$ cat src/source/cp0_pkg.sv
package cp0_pkg;

   //////////////////////////////
   // Widths
   //////////////////////////////

   // One data or address word
   typedef logic [31:0] word_t;

   // Exception code as carried down the pipeline
   typedef logic [31:0] except_t;

   // CP0 register number
   typedef logic [4:0] cp0_addr_t;

   // External hardware interrupt lines
   typedef logic [5:0] irq_t;

   //////////////////////////////
   // Exception codes
   //////////////////////////////

   localparam except_t exc_none = 32'h0000_0000;
   // Interrupt marker, stored as ExcCode 0
   localparam except_t exc_int  = 32'h0000_0001;
   localparam except_t exc_adel = 32'h0000_0004;
   localparam except_t exc_ades = 32'h0000_0005;
   localparam except_t exc_sys  = 32'h0000_0008;
   localparam except_t exc_bp   = 32'h0000_0009;
   localparam except_t exc_ri   = 32'h0000_000a;
   localparam except_t exc_ov   = 32'h0000_000c;

   //////////////////////////////
   // Register numbers
   //////////////////////////////

   localparam cp0_addr_t cp0_badvaddr = 5'd8;
   localparam cp0_addr_t cp0_count    = 5'd9;
   localparam cp0_addr_t cp0_compare  = 5'd11;
   localparam cp0_addr_t cp0_status   = 5'd12;
   localparam cp0_addr_t cp0_cause    = 5'd13;
   localparam cp0_addr_t cp0_epc      = 5'd14;

   // Boot exception vector, shared by every exception
   localparam word_t exc_vector = 32'hbfc0_0380;

   // Exception level of the control FSM
   typedef enum logic {
      mode_normal    = 1'b0,
      mode_exception = 1'b1
   } mode_t;

endpackage

$ cat src/source/exception_translate.sv
`timescale 1ns/1ns

module exception_translate (
   input  logic             int_req,
   input  logic             ri,
   input  logic             brk,
   input  logic             syscall,
   input  logic             overflow,
   input  logic             addr_error_sw,
   input  logic             addr_error_lw,
   input  logic             pc_error,
   output cp0_pkg::except_t except_type
);

   import cp0_pkg::*;

   // Fixed priority, highest first
   always_comb begin
      if (int_req) begin
         except_type = exc_int;
      end else if (addr_error_lw || pc_error) begin
         // Fetch and load address errors share one code
         except_type = exc_adel;
      end else if (ri) begin
         except_type = exc_ri;
      end else if (syscall) begin
         except_type = exc_sys;
      end else if (brk) begin
         except_type = exc_bp;
      end else if (addr_error_sw) begin
         except_type = exc_ades;
      end else if (overflow) begin
         except_type = exc_ov;
      end else begin
         except_type = exc_none;
      end
   end

endmodule

$ cat src/source/exception_control.sv
`timescale 1ns/1ns

module exception_control (
   input  logic             clk,
   input  logic             rst,
   input  logic             eret,
   input  cp0_pkg::except_t except_type,
   input  cp0_pkg::irq_t    int_hw,
   input  logic             timer_irq,
   input  logic [7:0]       status_im,
   input  logic             status_ie,
   input  logic [1:0]       cause_ip_sw,
   input  cp0_pkg::word_t   epc,
   output logic             int_req,
   output logic             take_exception,
   output logic             take_eret,
   output logic             exception_level,
   output logic             flush,
   output logic             pc_trap,
   output cp0_pkg::word_t   pc_except
);

   import cp0_pkg::*;

   mode_t      mode_q;
   mode_t      mode_d;
   logic [7:0] pending;

   //////////////////////////////
   // Interrupt gating
   //////////////////////////////

   // IP7 carries the timer, IP1..0 are the software bits
   assign pending = {timer_irq, int_hw[4:0], cause_ip_sw};

   assign int_req = (|(pending & status_im)) && status_ie && (mode_q == mode_normal);

   //////////////////////////////
   // Exception level FSM
   //////////////////////////////

   // ERET wins over a fault raised in the same cycle
   assign take_eret      = eret;
   assign take_exception = (except_type != exc_none) && !eret;

   always_comb begin
      mode_d = mode_q;
      if (take_eret) begin
         mode_d = mode_normal;
      end else if (take_exception) begin
         mode_d = mode_exception;
      end
   end

   always_ff @(posedge clk) begin
      if (rst) begin
         mode_q <= mode_normal;
      end else begin
         mode_q <= mode_d;
      end
   end

   assign exception_level = (mode_q == mode_exception);

   //////////////////////////////
   // Flush and redirect
   //////////////////////////////

   always_comb begin
      flush     = 1'b0;
      pc_trap   = 1'b0;
      pc_except = '0;
      if (take_eret) begin
         flush     = 1'b1;
         pc_trap   = 1'b1;
         pc_except = epc;
      end else if (take_exception) begin
         flush     = 1'b1;
         pc_trap   = 1'b1;
         pc_except = exc_vector;
      end
   end

endmodule

$ cat src/source/cp0_timer.sv
`timescale 1ns/1ns

module cp0_timer #(
   parameter int unsigned timer_div = 2
) (
   input  logic           clk,
   input  logic           rst,
   input  logic           count_we,
   input  logic           compare_we,
   input  cp0_pkg::word_t wdata,
   output cp0_pkg::word_t count,
   output cp0_pkg::word_t compare,
   output logic           timer_irq
);

   localparam int unsigned pre_w = (timer_div > 1) ? $clog2(timer_div) : 1;
   localparam logic [pre_w-1:0] pre_last = pre_w'(timer_div - 1);

   logic [pre_w-1:0] prescale;
   logic             tick;

   // One tick every timer_div cycles
   assign tick = (prescale == pre_last);

   always_ff @(posedge clk) begin
      if (rst) begin
         prescale <= '0;
      end else if (tick) begin
         prescale <= '0;
      end else begin
         prescale <= prescale + 1'b1;
      end
   end

   // Count and Compare, a write takes precedence over the tick
   always_ff @(posedge clk) begin
      if (rst) begin
         count   <= '0;
         compare <= '0;
      end else begin
         if (count_we) begin
            count <= wdata;
         end else if (tick) begin
            count <= count + 32'd1;
         end
         if (compare_we) begin
            compare <= wdata;
         end
      end
   end

   // Match latch, held until software rewrites Compare
   always_ff @(posedge clk) begin
      if (rst) begin
         timer_irq <= 1'b0;
      end else if (compare_we) begin
         timer_irq <= 1'b0;
      end else if (count == compare) begin
         timer_irq <= 1'b1;
      end
   end

endmodule

$ cat src/source/cp0_registers.sv
`timescale 1ns/1ns

module cp0_registers (
   input  logic              clk,
   input  logic              rst,
   input  logic              take_exception,
   input  logic              take_eret,
   input  logic              exception_level,
   input  logic              in_delay_slot,
   input  logic              cp0_we,
   input  cp0_pkg::except_t  except_type,
   input  cp0_pkg::word_t    pc_m,
   input  cp0_pkg::word_t    bad_addr,
   input  cp0_pkg::word_t    cp0_wdata,
   input  cp0_pkg::word_t    count,
   input  cp0_pkg::word_t    compare,
   input  cp0_pkg::cp0_addr_t cp0_waddr,
   input  cp0_pkg::cp0_addr_t cp0_raddr,
   input  cp0_pkg::irq_t     int_hw,
   input  logic              timer_irq,
   output cp0_pkg::word_t    cp0_rdata,
   output logic [7:0]        status_im,
   output logic              status_ie,
   output logic [1:0]        cause_ip_sw,
   output cp0_pkg::word_t    epc,
   output logic              count_we,
   output logic              compare_we
);

   import cp0_pkg::*;

   logic        wr_ok;
   logic        cause_bd;
   logic [4:0]  cause_exc;
   word_t       badvaddr;
   word_t       status_word;
   word_t       cause_word;
   logic        fetch_fault;

   //////////////////////////////
   // Write decode
   //////////////////////////////

   // A flushing cycle drops the write
   assign wr_ok      = cp0_we && !take_exception && !take_eret;
   assign count_we   = wr_ok && (cp0_waddr == cp0_count);
   assign compare_we = wr_ok && (cp0_waddr == cp0_compare);

   // Status keeps IM and IE only
   always_ff @(posedge clk) begin
      if (rst) begin
         status_im <= '0;
         status_ie <= 1'b0;
      end else if (wr_ok && (cp0_waddr == cp0_status)) begin
         status_im <= cp0_wdata[15:8];
         status_ie <= cp0_wdata[0];
      end
   end

   //////////////////////////////
   // Exception capture
   //////////////////////////////

   always_ff @(posedge clk) begin
      if (rst) begin
         cause_bd    <= 1'b0;
         cause_exc   <= '0;
         cause_ip_sw <= '0;
         epc         <= '0;
      end else if (take_exception) begin
         cause_bd  <= in_delay_slot;
         // Interrupts are recorded as code 0
         cause_exc <= (except_type == exc_int) ? 5'd0 : except_type[4:0];
         epc       <= in_delay_slot ? (pc_m - 32'd4) : pc_m;
      end else begin
         if (wr_ok && (cp0_waddr == cp0_cause)) begin
            cause_ip_sw <= cp0_wdata[9:8];
         end
         if (wr_ok && (cp0_waddr == cp0_epc)) begin
            epc <= cp0_wdata;
         end
      end
   end

   // A misaligned PC marks the address error as a fetch fault
   assign fetch_fault = (pc_m[1:0] != 2'b00);

   always_ff @(posedge clk) begin
      if (take_exception) begin
         if ((except_type == exc_adel) && fetch_fault) begin
            badvaddr <= pc_m;
         end else if ((except_type == exc_adel) || (except_type == exc_ades)) begin
            badvaddr <= bad_addr;
         end
      end
   end

   //////////////////////////////
   // Read multiplexer
   //////////////////////////////

   assign status_word = {16'b0, status_im, 6'b0, exception_level, status_ie};

   // Live hardware lines in IP, timer on bit 15
   assign cause_word = {cause_bd, 15'b0, timer_irq, int_hw[4:0], cause_ip_sw,
                        1'b0, cause_exc, 2'b00};

   always_comb begin
      case (cp0_raddr)
         cp0_badvaddr: cp0_rdata = badvaddr;
         cp0_count:    cp0_rdata = count;
         cp0_compare:  cp0_rdata = compare;
         cp0_status:   cp0_rdata = status_word;
         cp0_cause:    cp0_rdata = cause_word;
         cp0_epc:      cp0_rdata = epc;
         default:      cp0_rdata = '0;
      endcase
   end

endmodule

$ cat src/source/exception_unit.sv
`timescale 1ns/1ns

module exception_unit #(
   parameter int unsigned timer_div = 2
) (
   input  logic               clk,
   input  logic               rst,
   input  logic               ri,
   input  logic               brk,
   input  logic               syscall,
   input  logic               overflow,
   input  logic               addr_error_lw,
   input  logic               addr_error_sw,
   input  logic               pc_error,
   input  logic               eret,
   input  logic               in_delay_slot,
   input  cp0_pkg::word_t     pc_m,
   input  cp0_pkg::word_t     bad_addr,
   input  cp0_pkg::irq_t      int_hw,
   input  logic               cp0_we,
   input  cp0_pkg::cp0_addr_t cp0_waddr,
   input  cp0_pkg::word_t     cp0_wdata,
   input  cp0_pkg::cp0_addr_t cp0_raddr,
   output cp0_pkg::word_t     cp0_rdata,
   output logic               flush,
   output logic               pc_trap,
   output cp0_pkg::word_t     pc_except,
   output cp0_pkg::except_t   except_type
);

   import cp0_pkg::*;

   logic       int_req;
   logic       take_exception;
   logic       take_eret;
   logic       exception_level;
   logic [7:0] status_im;
   logic       status_ie;
   logic [1:0] cause_ip_sw;
   word_t      epc;
   logic       timer_irq;
   word_t      count;
   word_t      compare;
   logic       count_we;
   logic       compare_we;

   exception_translate u_exception_translate (
      .int_req       (int_req),
      .ri            (ri),
      .brk           (brk),
      .syscall       (syscall),
      .overflow      (overflow),
      .addr_error_sw (addr_error_sw),
      .addr_error_lw (addr_error_lw),
      .pc_error      (pc_error),
      .except_type   (except_type)
   );

   exception_control u_exception_control (
      .clk             (clk),
      .rst             (rst),
      .eret            (eret),
      .except_type     (except_type),
      .int_hw          (int_hw),
      .timer_irq       (timer_irq),
      .status_im       (status_im),
      .status_ie       (status_ie),
      .cause_ip_sw     (cause_ip_sw),
      .epc             (epc),
      .int_req         (int_req),
      .take_exception  (take_exception),
      .take_eret       (take_eret),
      .exception_level (exception_level),
      .flush           (flush),
      .pc_trap         (pc_trap),
      .pc_except       (pc_except)
   );

   cp0_timer #(
      .timer_div (timer_div)
   ) u_cp0_timer (
      .clk        (clk),
      .rst        (rst),
      .count_we   (count_we),
      .compare_we (compare_we),
      .wdata      (cp0_wdata),
      .count      (count),
      .compare    (compare),
      .timer_irq  (timer_irq)
   );

   cp0_registers u_cp0_registers (
      .clk             (clk),
      .rst             (rst),
      .take_exception  (take_exception),
      .take_eret       (take_eret),
      .exception_level (exception_level),
      .in_delay_slot   (in_delay_slot),
      .cp0_we          (cp0_we),
      .except_type     (except_type),
      .pc_m            (pc_m),
      .bad_addr        (bad_addr),
      .cp0_wdata       (cp0_wdata),
      .count           (count),
      .compare         (compare),
      .cp0_waddr       (cp0_waddr),
      .cp0_raddr       (cp0_raddr),
      .int_hw          (int_hw),
      .timer_irq       (timer_irq),
      .cp0_rdata       (cp0_rdata),
      .status_im       (status_im),
      .status_ie       (status_ie),
      .cause_ip_sw     (cause_ip_sw),
      .epc             (epc),
      .count_we        (count_we),
      .compare_we      (compare_we)
   );

endmodule

$ cat config.mk
export PLATFORM = sky130hd
export DESIGN_NAME = exception_unit
export DESIGN_NICKNAME = d
export VERILOG_FILES = /design/src/source/cp0_pkg.sv /design/src/source/exception_translate.sv /design/src/source/exception_control.sv /design/src/source/cp0_timer.sv /design/src/source/cp0_registers.sv /design/src/source/exception_unit.sv
export SDC_FILE = /design/constraint.sdc
export NUM_CORES = 1
export LEC_CHECK = 0
export BUFFER_PORTS_ARGS = -buffer_cell sky130_fd_sc_hd__buf_2
export CORE_AREA = 2 2 131 133
export DETAILED_ROUTE_END_ITERATION = 7
export DIE_AREA = 0 0 133 135
export GPL_TIMING_DRIVEN = 0
export PLACE_DENSITY = 0.79
export SLEW_MARGIN = 20
export SYNTH_ARGS = -nofsm -noshare
export SYNTH_HDL_FRONTEND = slang
export SYNTH_SLANG_ARGS = --single-unit
$ cat constraint.sdc
create_clock -name clk -period 6.4 [get_ports clk]
set_input_delay 1.28 -clock clk [delete_from_list [all_inputs] [get_ports clk]]
set_output_delay 1.28 -clock clk [all_outputs]
set_load 0.01 [all_outputs]
# --- After elaboration in Yosys (flattened, before gate mapping) ---
# Index checks and enable logic that the tools add are counted.
word_totals:
  inputBits: 124
  regBits: 148
  wordCells: 79
op_classes:
  bitwise: 3
  addsub: 3
  n_reduce_logical: 26
  eq_ne: 15
  muxes: 20
ops:
  columns: ["operator", "count"]
  rows:
  - ["2-to-1 mux 32 bit", 15]
  - ["one-hot mux 32 bit (6 select lines)", 1]
  - ["equality test 32 x 3 -> 1 bit, second input constant", 2]
  - ["equality test 5 x 4 -> 1 bit, second input constant", 11]
  - ["adder 32 x 1 -> 32 bit, second input constant", 1]
  - ["equality test 32 x 1 -> 1 bit, second input constant", 1]
  - ["equality test 32 bit", 1]
  - ["nonzero test 32 bit", 1]
  - ["subtractor 32 x 3 -> 32 bit, second input constant", 1]
  - ["logical AND 1 bit", 11]
  - ["AND 8 bit", 1]
  - ["nonzero test 2 bit", 4]
  - ["OR reduction 8 bit", 1]
  - ["OR reduction 2 bit", 3]
  - ["2-to-1 mux 5 bit", 1]
  - ["2-to-1 mux 4 bit", 1]
  - ["AND reduction 2 bit", 2]
  - ["logical NOT 1 bit", 2]
  - ["logical OR 1 bit", 2]
  - ["2-to-1 mux 1 bit", 2]
  - ["NOT 1 bit", 2]
  - ["adder 1 bit, second input constant", 1]

# --- Longest topological paths before layout ---
logic_depth:
  ltp_word: 15
  depth_mapped: 8
  ltp_nobuf: 7

# --- Modules after synthesis ---
# A second synthesis with hierarchy kept.
unflattened:
  cells_unflattened: 1008
  hier_area_um2: 9238.9
modules_own_cells:
  columns: ["module", "n_inst", "area_each_um2", "cells_each"]
  rows:
  - ["cp0_registers", 1, 5128.7, 518]
  - ["cp0_timer", 1, 3319.4, 374]
  - ["exception_control", 1, 499.2, 76]
  - ["exception_translate", 1, 291.5, 40]

# --- Worst setup path after synthesis ---
# No wires, ideal clock.
synth_path:
  path_type: "input -> register"
  startpoint: "in int_hw[1]"
  endpoint: "reg u_cp0_registers.badvaddr[0], enable pin"
  n_path_buf: 1
  t_arrival_ps: 4464
  cell_stages: 4
  slack_ps: 1475
  setup_time_ps: 461
  cell_sequence: "a22o_1 -> o41a_1 -> buf_2 -> nor3_1"
synth_between:
  elab_chain_cells: 9
  elab_cells_between_ends: 13
  classes_between: "eq/ne (2); mux (1); bitwise (1); reduce/logical (9)"
synth_lines:
  columns: ["element", "line_no", "rtl"]
  rows:
  - ["from (decl)", "exception_unit.sv:19", "input cp0_pkg::irq_t int_hw,"]
  - ["AND 8 bit (*)", "exception_control.sv:36", "assign int_req = (|(pending & status_im)) && status_ie && (mode_q == mode_normal);"]
  - ["OR reduction 8 bit (*)", "exception_control.sv:36", null]
  - ["logical AND 1 bit (*) (2 in series)", "exception_control.sv:36", null]
  - ["2-to-1 mux 32 bit (*)", "exception_translate.sv:19", "if (int_req) begin"]
  - ["equality test 32 x 3 -> 1 bit (on tied branches)", "cp0_registers.sv:90, cp0_registers.sv:92", null]
  - ["logical OR 1 bit / logical AND 1 bit (equally long branches)", "cp0_registers.sv:92, cp0_registers.sv:90", null]
  - ["nonzero test 2 bit (no line)", null, null]
  - ["AND reduction 2 bit (no line) (*)", null, null]
  - ["to (signal assigned)", "cp0_registers.sv:91", "badvaddr <= pc_m;"]
  - ["to (signal assigned)", "cp0_registers.sv:93", "badvaddr <= bad_addr;"]
  - ["to (decl)", "cp0_registers.sv:35", "word_t badvaddr;"]
# Every way passes the cells marked *; elsewhere a longest branch is shown, timed or not.
# A chain may end at the register's enable or synchronous reset.

# --- Worst setup path after layout ---
layout_path:
  startpoint: "in int_hw[1]"
  endpoint: "out pc_trap"
layout_between:
  elab_chain_cells: 9
layout_lines:
  columns: ["element", "line_no", "rtl"]
  rows:
  - ["AND 8 bit", "exception_control.sv:36", null]
  - ["OR reduction 8 bit", "exception_control.sv:36", null]
  - ["logical AND 1 bit (2 in series)", "exception_control.sv:36", null]
  - ["2-to-1 mux 32 bit", "exception_translate.sv:19", null]
  - ["nonzero test 32 bit", "exception_control.sv:44", "assign take_exception = (except_type != exc_none) && !eret;"]
  - ["logical AND 1 bit", "exception_control.sv:44", null]
  - ["2-to-1 mux 1 bit", "exception_control.sv:77", "end else if (take_exception) begin"]
  - ["2-to-1 mux 1 bit", "exception_control.sv:73", "if (take_eret) begin"]
  - ["to (decl)", "exception_unit.sv:26", "output logic pc_trap,"]
# Every way passes these cells.

==> metrics.csv <==
stage,metric,value,unit
outcome,status,"finished, final reports clean",
critical_path,CP Launch Point,int_hw[1],
logic_synthesis,post-synthesis sequential area ratio,37.44,%
logic_synthesis,asr flop ratio synth,0,%
power_and_ir_drop,Switching Fraction,25.59,%
worst_hold_path,worst hold start,u_cp0_registers.epc[17],
power_and_ir_drop,power share of the sequential group,43.7,%
power_and_ir_drop,Cell Pwr Density,221.0,nW/um2
critical_path,WP buf/inv,5,
logic_synthesis,most frequent cells after synthesis,"nand2_1 (152), dfxtp_1 (115), a21oi_1 (86)",
sta,post-layout min period,5.409,ns
critical_path,CP most frequent cell,buf_2,
logic_synthesis,Yosys top cell area share,26.42,%
sta,Fmax,184.9,MHz
placement,post-DP HPWL,25110,um
critical_path,critical-path maximum fanout,10,
detailed_routing,met1 wire length,12440,um
critical_path,CP arrival,4.13,ns
power_and_ir_drop,combinational share of power,11.7,%
logic_synthesis,Post-Synthesis Cells,1036,
detailed_routing,via count,9182,
final_layout,Layout Utilization,65.13,%
critical_path,Critical R2R Launch,u_cp0_registers.status_im[3],
power_and_ir_drop,NetSw,604.2,uW
power_and_ir_drop,Peak supply drop,0.0001997,V
detailed_routing,drt via density,6.093,
power_and_ir_drop,Power Internal,1757,uW
cts,PostCTS Resize Cnt,0,
cts,htree depth,4,
global_routing,vias in the first global route,8386,
logic_synthesis,Post-Syn Area,8715,um2
detailed_routing,DR DRC count,0,
logic_synthesis,most frequent cell after synthesis,nand2_1,
detailed_routing,met3 wire length,4040,um
final_layout,synthesis-to-layout area growth,22.63,%
detailed_routing,Antenna Nets Post-Route,0,
logic_synthesis,Synth Warn #,0,
die,Die Height,135,um
detailed_routing,Iter 0 DRT Violations,1203,
logic_synthesis,distinct cell type count after synthesis,60,
critical_path,"delay-heaviest family, CP",compound AO/OA/AOI/OAI gates,
global_routing,grt ovf,0,
final_layout,layout cells sized above 1,25.25,%
logic_synthesis,ys flop type,dfxtp_1,
detailed_routing,"wirelength, routed",31980,um
cts,clock root buffer,clkbuf_16,
logic_synthesis,Area contributors post-synth,"dfxtp_1 (26%), edfxtp_1 (11%), xnor2_1 (7.0%)",
critical_path,CP Cell Sequence,buf_2 -> a22o_1 -> o41ai_1 -> nand2_1 -> nor3_1 -> clkbuf_1 -> inv_1 -> buf_4 -> buf_2,
global_routing,Tot GR Track Use,35.10,%
detailed_routing,Met2 Wirelength,14310,um
global_routing,antenna violations before repair,0,
cts,clk sink count,147,
die,Die W,133,um
critical_path,delay of the slowest critical-path stage,0.92,ns
final_layout,Sequential cell area,3263,um2
logic_synthesis,"FF+latch count, synth",147,
final_layout,Ant. Diodes,0,
critical_path,CP Launch Type,input pin,
placement,gpl congestion,0.9969,
sta,Setup-failing EPs final,0,
sta,worst clock skew,0.006358,ns
global_routing,global-route wire length before repair,47530,um
final_layout,area of the multi-input gates,4936,um2
sta,Final Hold Vio Count,0,
detailed_routing,WL/cell,21.22,um
global_routing,largest net degree at the start of global routing,17,
critical_path,slowest CP cell,o41ai_1,
die,Die ar.,17960,um2
cts,clock buffer depth,2,
cts,CTS hold repair buffers,0,
run,number of max-cap violations,0,
final_layout,fin nets,1400,
critical_path,worst reg2reg setup slack,3.75,ns
sta,fin crit share,84.51,%
detailed_routing,Top Layer Used,met4,
sta,slack of the critical path,0.9914,ns
power_and_ir_drop,P_leak,0.004076,uW
detailed_routing,First-pass DRT Iterations,5,
cts,total CTS buffers,17,
logic_synthesis,synthesized area per cell,8.412,um2
cts,CTS tree,yes,
die,IO Pins,222,
sta,worst slew pin tran,1.013,ns
placement,number of buffers added on ports,189,
power_and_ir_drop,clock share of power,44.7,%
die,Core Footprint,16410,um2
logic_synthesis,Synth area leader,dfxtp_1,
sta,Slew HR,31.55,%
placement,Setup WS pre-CTS,1.148,ns
cts,clock-pin slew on the worst setup and hold paths,0.06,ns
sta,RSZ-0062 raised after global routing,no,
critical_path,CP endpoint kind,primary output,
die,Initial Util,53.12,%
critical_path,critical path class,in2out,
worst_hold_path,Hold WC Path Type,reg2reg,
cts,clk_lat worst skew,0.43,ns
critical_path,Crit path required time,5.12,ns
die,Rows,47,
sta,final-report max-slew violation count,0,
sta,Setup TNS,0,ns
logic_synthesis,number of flops mapped to enable cells by yosys,32,
cts,post-CTS setup repair buffer count,0,
final_layout,filler instances,1396,
power_and_ir_drop,Total Power,2361,uW
[cells in the final DEF, fill, tap and decap left out, drive strengths merged, types with 20 or more instances in the layout]
| master | instances |
|---|---|
| a211oi | 39 |
| a21oi | 86 |
| a22oi | 65 |
| and2 | 20 |
| buf | 240 |
| clkbuf | 78 |
| conb | 28 |
| dfxtp | 115 |
| edfxtp | 32 |
| mux2 | 30 |
| nand2 | 152 |
| nand3 | 22 |
| nand4 | 22 |
| nor2 | 68 |
| nor3 | 28 |
| nor4 | 22 |
| xnor2 | 70 |
[power groups by stage]
| stage | sequential [uW] | combinational [uW] | clock [uW] |
|---|---|---|---|
| 3_5_place_dp | 1050 | 267 | 0 |
| 6_report | 1030 | 276 | 1050 |
| 4_1_cts | 1030 | 269 | 1060 |
| 5_1_grt | 1030 | 295 | 1100 |
| 3_3_place_gp | 1050 | 261 | 0 |
| 2_1_floorplan | 1030 | 148 | 0 |
[routing by layer]
metal,GRT usage [%],vias up
li1,-,4188
met1,47.24,4287
met2,55.09,628
met3,7.432,79
met4,14.52,0
met5,0,-
[final timing paths]
| path | end | cells after the start |
|---|---|---|
| worst max-delay path | pc_trap | 9 |
| worst min-delay path | u_cp0_registers.epc[17] | 2 |
| worst max register to register | u_cp0_registers.status_im[0] | 7 |
| worst min register to register | u_cp0_registers.epc[17] | 2 |
[tightest hold or removal path, delay by kind of cell (launching register included)]
family / cells / cell delay (ns)
flip-flops: 1 / 0.32
AND/OR/NAND/NOR: 1 / 0.05
AO/OA/AOI/OAI: 1 / 0.05
[cell type report]
class,count,area share (%)
buffer,108,5.234
clock buffer,18,4.016
clock inverter,14,1.756
inverter,18,0.6322
multi-input combinational,790,46.19
sequential,147,30.54
tap,220,2.576
timing repair buffer,192,9.062
[state kept, by name, summed over array words and instances, names as in the netlist, 2 cells and up]
name / flops
u_cp0_registers.badvaddr: 32
u_cp0_registers.epc: 32
u_cp0_registers.status_im: 8
u_cp0_timer.compare: 32
u_cp0_registers.cause_ip_sw: 2
u_cp0_registers.cause_exc: 4
u_cp0_timer.count: 32
[metrics by stage]
stage / cell area (um2) / cells / hold WS (ns)
finish: 10690 / 1507 / 0.4704
global route: 10690 / 1507 / 0.4820
CTS: 10690 / 1507 / 0.4625
detailed placement: 10070 / 1475 / 0.4559
global placement: 10040 / 1472 / 0.4492
floorplan: 8816 / 1063 / 0.4352
[cell families after synthesis]
group	Yosys count	share of synthesized area (%)
adder cells (fa/ha/maj)	2	0.2871
buffers and inverters	126	7.193
multiplexers	42	5.255
flip-flops	147	37.44
AND/OR/NAND/NOR	387	21.81
AO/OA/AOI/OAI	250	19.83
XOR/XNOR	81	8.141
other	1	0.04303
No activity file was read; power rests on OpenSTA's default activity.
